## config.mk

```make
export PLATFORM = sky130hd
export DESIGN_NAME = trapUnit
export DESIGN_NICKNAME = d
export VERILOG_FILES = /design/src/verilog/trapPkg.sv /design/src/verilog/trapInfoIf.sv /design/src/verilog/pcReadIf.sv /design/src/verilog/trapUnit.sv /design/src/verilog/trapHandler.sv /design/src/verilog/trapCsr.sv /design/src/verilog/pcFile.sv
export SDC_FILE = /design/constraint.sdc
export NUM_CORES = 1
export LEC_CHECK = 0
export BUFFER_PORTS_ARGS = -buffer_cell sky130_fd_sc_hd__buf_2
export CAP_MARGIN = 15
export CORE_UTILIZATION = 40
export DETAILED_ROUTE_END_ITERATION = 12
export SLEW_MARGIN = 20
export SYNTH_ARGS = -nofsm -noshare
export SYNTH_HDL_FRONTEND = slang
export SYNTH_SLANG_ARGS = --single-unit
```

## constraint.sdc

```tcl
create_clock -name clk -period 5.5 [get_ports clk]
set_input_delay 0.55 -clock clk [delete_from_list [all_inputs] [get_ports clk]]
set_output_delay 0.55 -clock clk [all_outputs]
set_load 0.02 [all_outputs]
```

## src/verilog/trapPkg.sv

```systemverilog
package trapPkg;

localparam int FETCH_ID_W = 4;
localparam int HIST_W = 8;
localparam int SQN_W = 6;

typedef logic [FETCH_ID_W-1:0] FetchID_t;
typedef logic [HIST_W-1:0] BHist_t;
typedef logic [SQN_W-1:0] SqN_t;

// exceptions span FLAGS_ILLEGAL_INSTR up to FLAGS_ST_PF.
typedef enum logic [3:0] {
    FLAGS_NONE,
    FLAGS_PRED_TAKEN,
    FLAGS_FENCE,
    FLAGS_ORDERING,
    FLAGS_ILLEGAL_INSTR,
    FLAGS_TRAP,
    FLAGS_LD_MA,
    FLAGS_LD_AF,
    FLAGS_LD_PF,
    FLAGS_ST_MA,
    FLAGS_ST_AF,
    FLAGS_ST_PF,
    FLAGS_XRET
} Flags_t;

typedef enum logic [1:0] {
    PRIV_USER = 2'd0,
    PRIV_SUPERVISOR = 2'd1,
    PRIV_MACHINE = 2'd3
} Priv_t;

localparam logic [4:0] TRAP_BREAK = 5'd3;
localparam logic [4:0] TRAP_ECALL_U = 5'd8;
localparam logic [4:0] TRAP_ECALL_S = 5'd9;
localparam logic [4:0] TRAP_ECALL_M = 5'd11;

typedef struct packed {
    logic predicted;
    logic taken;
    logic [2:0] isJump;
} BranchPredInfo;

typedef struct packed {
    logic [31:0] pc;
    BHist_t hist;
    BranchPredInfo bpi;
    logic [2:0] branchPos;
} PCFileEntry;

typedef struct packed {
    logic valid;
    Flags_t flags;
    logic [4:0] name;
    logic [2:0] fetchOffs;
    logic compressed;
    SqN_t sqN;
    FetchID_t fetchID;
} Trap_UOp;

typedef struct packed {
    logic taken;
    logic [31:0] dstPC;
    SqN_t sqN;
    logic flush;
    FetchID_t fetchID;
    BHist_t history;
} BranchProv;

typedef struct packed {
    logic valid;
    logic [31:0] pc;
    logic compressed;
    BHist_t history;
    BranchPredInfo bpi;
    logic branchTaken;
} BPUpdate;

typedef enum logic [2:0] {
    MTVEC,
    STVEC,
    MEDELEG,
    MIDELEG,
    PRIV
} CsrAddr_t;

// vectors are word addresses, retvec a halfword address.
typedef struct packed {
    Priv_t priv;
    logic [29:0] mtvec;
    logic [29:0] stvec;
    logic [15:0] medeleg;
    logic [15:0] mideleg;
    logic [30:0] retvec;
} TrapControlState;

endpackage
```

## src/verilog/trapInfoIf.sv

```systemverilog
`timescale 1ns/1ps

interface trapInfoIf;
    logic valid;
    logic [31:0] trapPC;
    logic [3:0] cause;
    logic delegate;
    logic isInterrupt;

    // valid is a single-cycle pulse.
    modport source (
        output valid, trapPC, cause, delegate, isInterrupt
    );

    modport sink (
        input valid, trapPC, cause, delegate, isInterrupt
    );
endinterface

```

## src/verilog/pcReadIf.sv

```systemverilog
`timescale 1ns/1ps

interface pcReadIf;
    import trapPkg::*;

    FetchID_t addr;
    PCFileEntry data;

    modport initiator (
        output addr,
        input data
    );

    modport target (
        input addr,
        output data
    );
endinterface

```

## src/verilog/trapUnit.sv

```systemverilog
`timescale 1ns/1ps

module trapUnit (
    input logic clk,
    input logic rst,
    input logic pcWrite,
    input trapPkg::FetchID_t pcWriteId,
    input trapPkg::PCFileEntry pcWriteEntry,
    input trapPkg::Trap_UOp trapInstr,
    input logic csrWrite,
    input trapPkg::CsrAddr_t csrAddr,
    input logic [31:0] csrData,
    input logic irq,
    input logic memBusy,
    input logic allowBreak,
    output trapPkg::BranchProv branch,
    output trapPkg::BPUpdate bpUpdate,
    output logic trapValid,
    output logic [31:0] trapPC,
    output logic [3:0] trapCause,
    output logic trapDelegate,
    output logic trapIsInterrupt,
    output logic fence,
    output logic clearICache,
    output logic disableIFetch,
    output logic halt
);
    import trapPkg::*;

    TrapControlState ctrl;

    pcReadIf pcRd ();
    trapInfoIf trapInfo ();

    pcFile pcFileInst (
        .clk(clk),
        .rst(rst),
        .wrEn(pcWrite),
        .wrId(pcWriteId),
        .wrData(pcWriteEntry),
        .rd(pcRd.target)
    );

    trapCsr trapCsrInst (
        .clk(clk),
        .rst(rst),
        .csrWrite(csrWrite),
        .csrAddr(csrAddr),
        .csrData(csrData),
        .trap(trapInfo.sink),
        .ctrl(ctrl)
    );

    trapHandler trapHandlerInst (
        .clk(clk),
        .rst(rst),
        .trapInstr(trapInstr),
        .pcRd(pcRd.initiator),
        .ctrl(ctrl),
        .trap(trapInfo.source),
        .branch(branch),
        .bpUpdate(bpUpdate),
        .irq(irq),
        .memBusy(memBusy),
        .allowBreak(allowBreak),
        .fence(fence),
        .clearICache(clearICache),
        .disableIFetch(disableIFetch),
        .halt(halt)
    );

    // trap report also leaves the unit for the rest of the core.
    assign trapValid = trapInfo.valid;
    assign trapPC = trapInfo.trapPC;
    assign trapCause = trapInfo.cause;
    assign trapDelegate = trapInfo.delegate;
    assign trapIsInterrupt = trapInfo.isInterrupt;

endmodule

```

## src/verilog/trapHandler.sv

```systemverilog
`timescale 1ns/1ps

module trapHandler (
    input logic clk,
    input logic rst,
    input trapPkg::Trap_UOp trapInstr,
    pcReadIf.initiator pcRd,
    input trapPkg::TrapControlState ctrl,
    trapInfoIf.source trap,
    output trapPkg::BranchProv branch,
    output trapPkg::BPUpdate bpUpdate,
    input logic irq,
    input logic memBusy,
    input logic allowBreak,
    output logic fence,
    output logic clearICache,
    output logic disableIFetch,
    output logic halt
);
    import trapPkg::*;

    logic memoryWait;
    logic instrFence;
    logic externalIrq;

    PCFileEntry entry;
    logic [30:0] basePC;
    BHist_t baseHist;

    logic isBreak;
    logic redirectNext;
    logic isException;
    logic isXret;
    logic isInterrupt;
    logic takeTrap;
    logic [3:0] excCause;
    logic [3:0] trapCause;
    logic delegate;

    assign disableIFetch = memoryWait;

    assign pcRd.addr = trapInstr.fetchID;
    assign entry = pcRd.data;

    // fetchOffs names the last halfword, so a full-size instruction starts one earlier.
    assign basePC = {entry.pc[31:4], trapInstr.fetchOffs}
        - (trapInstr.compressed ? 31'd0 : 31'd1);

    // a predicted branch before us in the block has already shifted the history.
    always_comb begin
        if (entry.bpi.predicted && entry.bpi.isJump == 3'd0
            && trapInstr.fetchOffs > entry.branchPos) begin
            baseHist = {entry.hist[HIST_W-2:0], entry.bpi.taken};
        end else begin
            baseHist = entry.hist;
        end
    end

    always_comb begin
        isBreak = trapInstr.flags == FLAGS_TRAP && allowBreak && trapInstr.name == TRAP_BREAK;
        redirectNext = isBreak || trapInstr.flags == FLAGS_FENCE
            || trapInstr.flags == FLAGS_ORDERING;
        isException = trapInstr.flags >= FLAGS_ILLEGAL_INSTR && trapInstr.flags <= FLAGS_ST_PF;
        isXret = trapInstr.flags == FLAGS_XRET;
        isInterrupt = externalIrq && !redirectNext;
        takeTrap = !redirectNext && (isException || externalIrq);
    end

    always_comb begin
        case (trapInstr.flags)
            FLAGS_TRAP: excCause = trapInstr.name[3:0];
            FLAGS_ILLEGAL_INSTR: excCause = 4'd2;
            FLAGS_LD_MA: excCause = 4'd4;
            FLAGS_LD_AF: excCause = 4'd5;
            FLAGS_ST_MA: excCause = 4'd6;
            FLAGS_ST_AF: excCause = 4'd7;
            FLAGS_LD_PF: excCause = 4'd13;
            FLAGS_ST_PF: excCause = 4'd15;
            default: excCause = 4'd0;
        endcase

        // ecall is decoded as the machine variant.
        if (excCause == TRAP_ECALL_M[3:0]) begin
            case (ctrl.priv)
                PRIV_SUPERVISOR: excCause = TRAP_ECALL_S[3:0];
                PRIV_USER: excCause = TRAP_ECALL_U[3:0];
                default: begin
                end
            endcase
        end

        trapCause = isInterrupt ? 4'd0 : excCause;
        delegate = (ctrl.priv != PRIV_MACHINE)
            && (isInterrupt ? ctrl.mideleg[trapCause] : ctrl.medeleg[trapCause]);
    end

    always_ff @(posedge clk) begin
        halt <= 1'b0;
        fence <= 1'b0;
        clearICache <= 1'b0;
        branch <= '0;
        bpUpdate <= '0;
        trap.valid <= 1'b0;

        if (rst) begin
            memoryWait <= 1'b0;
            instrFence <= 1'b0;
            externalIrq <= 1'b0;
        end else begin
            externalIrq <= externalIrq | irq;

            // wait for stores to drain; a fence then flushes the icache once.
            if (memoryWait && !memBusy) begin
                if (instrFence) begin
                    instrFence <= 1'b0;
                    clearICache <= 1'b1;
                end else begin
                    memoryWait <= 1'b0;
                end
            end

            if (trapInstr.valid) begin
                if (redirectNext) begin
                    if (isBreak) begin
                        halt <= 1'b1;
                    end else begin
                        memoryWait <= 1'b1;
                    end
                    if (trapInstr.flags == FLAGS_FENCE) begin
                        instrFence <= 1'b1;
                        fence <= 1'b1;
                    end
                    branch.taken <= 1'b1;
                    branch.dstPC <= {basePC + (trapInstr.compressed ? 31'd1 : 31'd2), 1'b0};
                    branch.sqN <= trapInstr.sqN;
                    branch.flush <= 1'b1;
                    branch.fetchID <= trapInstr.fetchID;
                    branch.history <= baseHist;
                end else if (takeTrap || isXret) begin
                    branch.taken <= 1'b1;
                    branch.sqN <= trapInstr.sqN;
                    branch.flush <= 1'b1;
                    branch.fetchID <= trapInstr.fetchID;
                    branch.history <= baseHist;
                    if (takeTrap) begin
                        branch.dstPC <= {delegate ? ctrl.stvec : ctrl.mtvec, 2'b00};
                        trap.valid <= 1'b1;
                        trap.trapPC <= {basePC, 1'b0};
                        trap.cause <= trapCause;
                        trap.delegate <= delegate;
                        trap.isInterrupt <= isInterrupt;
                        if (isInterrupt) begin
                            externalIrq <= 1'b0;
                        end
                    end else begin
                        branch.dstPC <= {ctrl.retvec, 1'b0};
                    end
                end else begin
                    bpUpdate.valid <= 1'b1;
                    bpUpdate.pc <= entry.pc;
                    bpUpdate.compressed <= trapInstr.compressed;
                    bpUpdate.history <= entry.hist;
                    bpUpdate.bpi <= entry.bpi;
                    bpUpdate.branchTaken <= trapInstr.flags == FLAGS_PRED_TAKEN;
                end
            end
        end
    end

    // each committing micro-op either redirects or trains the predictor, never both.
    branchXorUpdate: assert property (
        @(posedge clk) disable iff (rst)
        trapInstr.valid |=> (branch.taken != bpUpdate.valid)
    );

endmodule

```

## src/verilog/trapCsr.sv

```systemverilog
`timescale 1ns/1ps

module trapCsr (
    input logic clk,
    input logic rst,
    input logic csrWrite,
    input trapPkg::CsrAddr_t csrAddr,
    input logic [31:0] csrData,
    trapInfoIf.sink trap,
    output trapPkg::TrapControlState ctrl
);
    import trapPkg::*;

    Priv_t priv;
    logic [29:0] mtvec;
    logic [29:0] stvec;
    logic [15:0] medeleg;
    logic [15:0] mideleg;
    logic [30:0] mepc;
    logic [30:0] sepc;

    always_ff @(posedge clk) begin
        if (rst) begin
            priv <= PRIV_MACHINE;
            mtvec <= '0;
            stvec <= '0;
            medeleg <= '0;
            mideleg <= '0;
            mepc <= '0;
            sepc <= '0;
        end else begin
            if (csrWrite) begin
                case (csrAddr)
                    MTVEC: mtvec <= csrData[31:2];
                    STVEC: stvec <= csrData[31:2];
                    MEDELEG: medeleg <= csrData[15:0];
                    MIDELEG: mideleg <= csrData[15:0];
                    PRIV: priv <= Priv_t'(csrData[1:0]);
                    default: begin
                    end
                endcase
            end

            // a trap overrides a CSR write to priv in the same cycle.
            if (trap.valid) begin
                if (trap.delegate) begin
                    sepc <= trap.trapPC[31:1];
                    priv <= PRIV_SUPERVISOR;
                end else begin
                    mepc <= trap.trapPC[31:1];
                    priv <= PRIV_MACHINE;
                end
            end
        end
    end

    always_comb begin
        ctrl.priv = priv;
        ctrl.mtvec = mtvec;
        ctrl.stvec = stvec;
        ctrl.medeleg = medeleg;
        ctrl.mideleg = mideleg;
        ctrl.retvec = (priv == PRIV_SUPERVISOR) ? sepc : mepc;
    end

    // the handler decided delegation on the level it saw a cycle earlier.
    noDelegFromMachine: assert property (
        @(posedge clk) disable iff (rst)
        (trap.valid && trap.delegate) |-> ($past(priv) != PRIV_MACHINE)
    );

endmodule

```

## src/verilog/pcFile.sv

```systemverilog
`timescale 1ns/1ps

module pcFile (
    input logic clk,
    input logic rst,
    input logic wrEn,
    input trapPkg::FetchID_t wrId,
    input trapPkg::PCFileEntry wrData,
    pcReadIf.target rd
);
    import trapPkg::*;

    localparam int NUM_ENTRIES = 1 << FETCH_ID_W;

    PCFileEntry entries [NUM_ENTRIES];

    // one entry per fetch block, filled by the fetch stage.
    always_ff @(posedge clk) begin
        if (wrEn) begin
            entries[wrId] <= wrData;
        end
    end

    // the trap handler reads in the same cycle it sees the micro-op.
    always_comb begin
        rd.data = entries[rd.addr];
    end

    // an unknown index would corrupt an arbitrary block.
    wrIdKnown: assert property (
        @(posedge clk) disable iff (rst)
        wrEn |-> !$isunknown(wrId)
    );

endmodule

```

==> out/summary.txt, run 1 <==
Die Y-Extent -> 323 um
post-synthesis compound-gate area fraction -> 5.03%
Worst Setup Start Kind -> primary input
router iterations before antenna repair -> 5
CP max stage delay -> 560 ps
setup ws final -> 1160 ps
row count -> 117
post-synthesis mux area share -> 13.4%
Setup violations, final -> 0
Fin. Hold Viols -> 0
Post-synth ARST share -> 0%
CP Capture Type -> register
Root Driver -> clkbuf_16
Starting Density -> 40.4%
delay-heaviest family, CP -> simple AND/OR/NAND/NOR gates
status -> finished clean
Post-Syn Instances -> 2564
Hold Crit Class -> primary input to register
Worst IR Drop VDD -> 0.302 mV
Yosys top cell by area -> edfxtp_1
placer's final routability congestion estimate -> 0.859
most used cell, CP -> mux2i_1
Longest Clk Path Bufs -> 3
Distinct cells, synth -> 84
clk slew on worst S/H paths -> 60 ps
I/O Pins -> 261
synth top area cells -> edfxtp_1 59%, dfxtp_1 12%, mux4_2 11%, nand2_1 3.6%, a21oi_1 2.2%
min cycle time layout -> 4340 ps
synthesized area per cell -> 16.1 sq um
Post-synth EDFFs -> 805
Area growth syn-to-layout -> 16.9%
Synth top area share -> 58.6%
Vias -> 23700
r2r endpoint -> trapHandlerInst.branch[46]
FF-to-FF setup slack -> 1320 ps
fin nets -> 2988
post-synthesis xor/xnor area fraction -> 0.908%
number of CTS-inserted buffers -> 108
Final ANT Viol Nets -> 0
CTS sink count -> 1051
reg2reg path depth -> 11
WL final -> 108000 um
Hold EP -> trapHandlerInst.branch[16]
P_leak -> 16.3 nW
Max-cap violations -> 0
post-synthesis sequential area ratio -> 70.6%
Worst Tran Pin Value -> 1120 ps
die area -> 0.104 sq mm
First DRT Iteration DRCs -> 2097
CP bufs+invs -> 2
PD cells -> 370 mW/mm^2
Slew Limit Headroom -> 24.9%
count leader, synth -> edfxtp_1
Top FF cell, synth -> edfxtp_1
Synth top cells by count -> 805 x edfxtp_1, 397 x nand2_1, 246 x dfxtp_1, 201 x mux4_2, 183 x a21oi_1
vias in the first global route -> 24100
global route overflow -> 0
Post-Place Worst Slack -> 476 ps
Max Slew Vio Count -> 0
Hold Path Stages -> 2
GRT Total Usage -> 20.6%
Pwr Total -> 17.8 mW
die width -> 323 um
CP Cell Sequence -> buf_8 -> buf_12 -> mux2i_1 -> a22oi_1 -> and3_1 -> nor4_1 -> nand3_1 -> nor4_1 -> mux2i_1 -> nand2_1 -> nor4b_2 -> mux2i_1 -> a31o_1
Peak Freq -> 230 MHz
final instance area -> 0.0482 sq mm
Post-DP HPWL -> 65300 um
Placed Area -> 0.0442 sq mm
min-delay src -> trapInstr[7]
Via density -> 5.48
largest net degree at the start of global routing -> 123
# DRC -> 0
Worst Path Arrival -> 4910 ps
Ys Warns -> 0
RSZ-0062 raised after global routing -> no
Critical R2R Launch -> pcFileInst.entries[10][21]
CTS tree -> done
largest family of logic cells by synthesized area -> multiplexers
layout cell share with drive strength beyond 1 -> 27.1%
critical path required time -> 6070 ps
Synth Area in Adders -> 0.334%
Clock Skews -> 32.1 ps
register bit total from synthesis -> 1051
Core ar. -> 0.102 sq mm
TNS Setup -> 0 ps
Slowest-stage cell, CP -> nor4_1
I/O Buffers -> 258
cell area after synthesis -> 0.0412 sq mm
fin crit share -> 79.0%
crit path kind -> primary input to register
global-route wire length before repair -> 158000 um
Synth Area in Simple Gates -> 7.69%
htree depth -> 3
wire per inst -> 24.9 um
antenna violations before repair -> 24
Clock Latency Late Sink -> 700 ps
Max FO, Critical Path -> 52
==> registers in the layout, summed over array words and instances (netlist names), 2 cells and up <==
name                         cells
pcFileInst.entries             768
trapCsrInst.medeleg             16
trapCsrInst.mepc                31
trapCsrInst.mtvec               30
trapCsrInst.priv                 2
trapCsrInst.sepc                31
trapCsrInst.stvec               30
trapHandlerInst.bpUpdate        48
trapHandlerInst.branch          50
trapHandlerInst.trap.cause       4
trapHandlerInst.trap.trapPC     31
==> worst max path at each step <==
stage | from | endpoint | slack (ps) | cells past startpoint
4_1_cts | trapInstr[0] | trapHandlerInst.branch[49] | 1190 | 13
6_report | trapInstr[0] | trapHandlerInst.branch[46] | 1160 | 13
2_1_floorplan | trapInstr[0] | trapHandlerInst.branch[0] | 230 | 21
3_5_place_dp | trapInstr[0] | trapHandlerInst.branch[49] | 480 | 13
3_3_place_gp | trapInstr[0] | trapHandlerInst.branch[43] | 570 | 13
5_1_grt | trapInstr[0] | trapHandlerInst.branch[46] | 710 | 13
==> kinds of logic (layout without fill, tap and decap cells) <==
| kind of cell | count (synthesis) | count (layout) |
|---|---|---|
| AOI/OAI and AO/OA | 337 | 337 |
| xor gates and xnor gates | 41 | 41 |
| adders and majority gates | 11 | 11 |
| buffers and inverters | 170 | 560 |
| DFF | 1051 | 1051 |
| muxes | 280 | 280 |
| other | 1 | 8 |
| and+or+nand+nor | 673 | 673 |
==> worst register-to-register path, cell delays in order (launching register included) <==
cell and delay [ps]:
edfxtp_1 370, mux4_2 480, a22oi_2 210, nand2_2 190
nor4_1 590, nand3_1 390, nor4_1 530, mux2i_1 400
nand2_1 170, nor4b_2 380, mux2i_1 150, a31o_1 190
==> where the power goes <==
part	switching (mW)	leakage, nW	total [mW]	internal, mW
clock	3.12	1.90	7.84	4.72
combinational	0.765	5.08	1.19	0.426
sequential	0.0683	9.28	8.80	8.73
==> layout make-up <==
type / instances / area (sq um)
Fill cell: 8711 / 53900
Sequential cell: 1051 / 29100
Multi-Input combinational cell: 1344 / 11500
Clock buffer: 149 / 3140
Timing Repair Buffer: 326 / 1860
Tap cell: 1368 / 1710
Clock inverter: 57 / 769
Inverter: 28 / 105
Antenna cell: 6 / 15.0
==> what timing repair did <==
action | in CTS | in global routing
endpoints found under the hold margin | 3 | 0
gates resized for setup | 0 | 0
setup endpoints to repair | 0 | 0
hold buffers | 3 | 0
buffers inserted | 0 | 0
==> routing by layer <==
layer / track usage [%] / vias to the layer above / part of all wire (%)
li1: - / 10400 / -
met1: 27.9 / 12200 / 42
met2: 34.2 / 822 / 49
met3: 3.83 / 191 / 6.7
met4: 5.23 / 18 / 2.1
met5: 0 / - / 0.11
==> cell usage in the layout (no fill, tap or decap), types with 35 or more instances in the layout <==
cell       instances
nand2_1          397
dfxtp_1          246
buf_4             65
and2_1            43
clkbuf_16        114
mux2i_1           35
a21oi_1          183
edfxtp_1         805
buf_2            254
mux4_2           201
nand3_1           41
nor2_1            56
==> per-stage QoR <==
step	util, %	hold WS [ps]	std cells
after floorplan	-	433	2565
after global placement	43.3	440	4114
after detailed placement	43.3	446	4114
after CTS	47.2	2.64	4323
after global routing	47.2	32.4	4323
final	47.2	53.8	4329
(Power assumes the default switching activity.)
==> run 2: changes to the inputs <==
==> constraint.sdc (replaced) <==
create_clock -name clk -period 3.56 [get_ports clk]
set_input_delay 0.356 -clock clk [delete_from_list [all_inputs] [get_ports clk]]
set_output_delay 0.356 -clock clk [all_outputs]
set_load 0.02 [all_outputs]
==> run 2 against run 1 <==
Worst hold slack improved by 37 ps. Sequential share of layout area down 3.3 points. Setup slack got worse by 1100 ps. Cell count is 7.1% higher. Register-to-register slack worse by 1200 ps. Clock skew is 44 ps higher. Sequential power up 55%. Clock power is 40% higher. First-iteration DRC count decreased by 1.4%. Non-clock buffer count up 317. Critical endpoint is now trapHandlerInst.branch[50].
==> out/summary.txt, run 2 (same netlist as run 1, synthesis figures left out) <==
CP Capture Type -> register
status -> finished clean
top routing layer used -> met5
Hold Crit Class -> primary input to register
WL final -> 111000 um
clk slew on worst S/H paths -> 60 ps
htree depth -> 3
Fin. Hold Viols -> 0
reg2reg path depth -> 14
number of CTS-inserted buffers -> 109
Peak Freq -> 288 MHz
First DRT Iteration DRCs -> 2068
P_leak -> 17.7 nW
Worst Setup Start Kind -> register
min cycle time layout -> 3480 ps
Worst Path Arrival -> 3990 ps
placed cells -> 4328
Max-cap violations -> 0
largest net degree at the start of global routing -> 122
global route overflow -> 0
Starting Density -> 40.4%
Hold Path Stages -> 4
Vias -> 25000
Setup violations, final -> 0
CTS sink count -> 1051
TNS Setup -> 0 ps
CTS tree -> done
Via density -> 5.39
crit path kind -> register to register
max reg flops -> 768
GRT Total Usage -> 21.2%
most common cell after layout, fill and taps aside -> edfxtp_1
Die Y-Extent -> 323 um
I/O Buffers -> 258
largest registers -> pcFileInst.entries x768, trapHandlerInst.branch x50, trapHandlerInst.bpUpdate x48
wire per inst -> 23.9 um
Longest Clk Path Bufs -> 3
final cell count without fillers -> 4638
Post-DP HPWL -> 68300 um
global-route wire length before repair -> 164000 um
router iterations before antenna repair -> 7
die area -> 0.104 sq mm
Slew Limit Headroom -> 37.6%
fin nets -> 3306
fin crit share -> 97.6%
Clock Latency Late Sink -> 720 ps
layout cell share with drive strength beyond 1 -> 31.9%
Core ar. -> 0.102 sq mm
most frequent cells in the layout -> 805 x edfxtp_1, 392 x nand2_1, 260 x buf_4
die width -> 323 um
Max FO, Critical Path -> 4
PD cells -> 527 mW/mm^2
Area growth syn-to-layout -> 23.7%
antenna violations before repair -> 6
most flop-heavy register -> pcFileInst.entries
Root Driver -> clkbuf_16
vias in the first global route -> 25500
Met2 Routed Length -> 55300 um
row count -> 117
placer's final routability congestion estimate -> 0.853
critical path required time -> 4070 ps
Worst IR Drop VDD -> 0.419 mV
final hold slack -> 90.7 ps
Final ANT Viol Nets -> 0
Worst Tran Pin Value -> 936 ps
WL met3 -> 6840 um
RSZ-0062 raised after global routing -> yes
# DRC -> 0
Max Slew Vio Count -> 0
Clock Skews -> 76.1 ps
Metal-1 WL -> 46300 um
I/O Pins -> 261
-- run 2: cell count changes in the layout (fill, tap and decap cells not counted), moves of 5 or more --
cell / previous run / this run
a22oi_1: 24 / 15
nand2_1: 397 / 392
dlygate4sd3_1: 3 / 92
clkbuf_1: 19 / 26
clkinv_1: 12 / 28
nor3_4: 1 / 6
nor4_4: 3 / 9
nor2_2: 3 / 10
nor2_1: 56 / 49
clkbuf_8: 16 / 5
buf_4: 65 / 260
bufinv_16: 15 / 5
a22oi_2: 12 / 21
buf_12: 3 / 33
-- run 2: final timing paths --
kind | from | endpoint | slack [ps]
setup / recovery | pcFileInst.entries[15][21] | trapHandlerInst.branch[50] | 80
hold reg to reg | trapCsrInst.mepc[14] | trapCsrInst.mepc[14] | 460
setup reg to reg | pcFileInst.entries[15][21] | trapHandlerInst.branch[50] | 80
hold / removal | csrAddr[0] | trapCsrInst.mideleg[0] | 90
-- run 2: per-stage QoR --
step / worst slack [ps] / power (mW) / utilization (%) / instance area, sq um
6_report: 84.6 / 26.9 / 50.0 / 51000
4_1_cts: -46.6 / 27.0 / 49.8 / 50900
2_1_floorplan: -325 / 15.0 / - / 41500
3_5_place_dp: -471 / 16.0 / 45.4 / 46300
5_1_grt: -153 / 27.7 / 50.0 / 51000
3_3_place_gp: -401 / 15.9 / 45.3 / 46300
-- run 2: power by group --
group,total (mW),switching (mW),internal [mW]
clock network,11.0,4.80,6.18
logic,2.27,1.30,0.972
registers,13.6,0.105,13.5
-- run 2: metal layers --
layer	track usage [%]	vias up
met3	3.41	180
met4	5.46	10
li1	-	11100
met2	35.9	900
met5	0	-
met1	28.5	12900
-- run 2: final cells by class --
class	count	area (sq um)
antenna	2	5.00
clock buffer	141	2920
clock inverter	61	549
fill	8518	51100
inverter	28	105
multi-input combinational	1344	11700
sequential	1051	29100
tap	1368	1710
timing repair buffer	643	4850
-- run 2: timing repair --
action	in CTS	in global routing
pin swaps	17	19
hold buffers	92	0
hold endpoints to repair	816	0
setup endpoints to repair	14	22
gates resized for setup	25	16
buffers inserted	9	5
-- run 2: critical path, stage by stage, from the launching register on --
cell and delay [ps]:
edfxtp_1 370, mux4_2 500, a22oi_2 220, nand2_2 140, buf_4 190, nor4_4 220
buf_4 190, nand4_1 80, a211oi_1 320, o22ai_1 150, buf_4 170, nand4b_1 170
nor4b_2 310, xnor2_1 160, o21ai_1 70
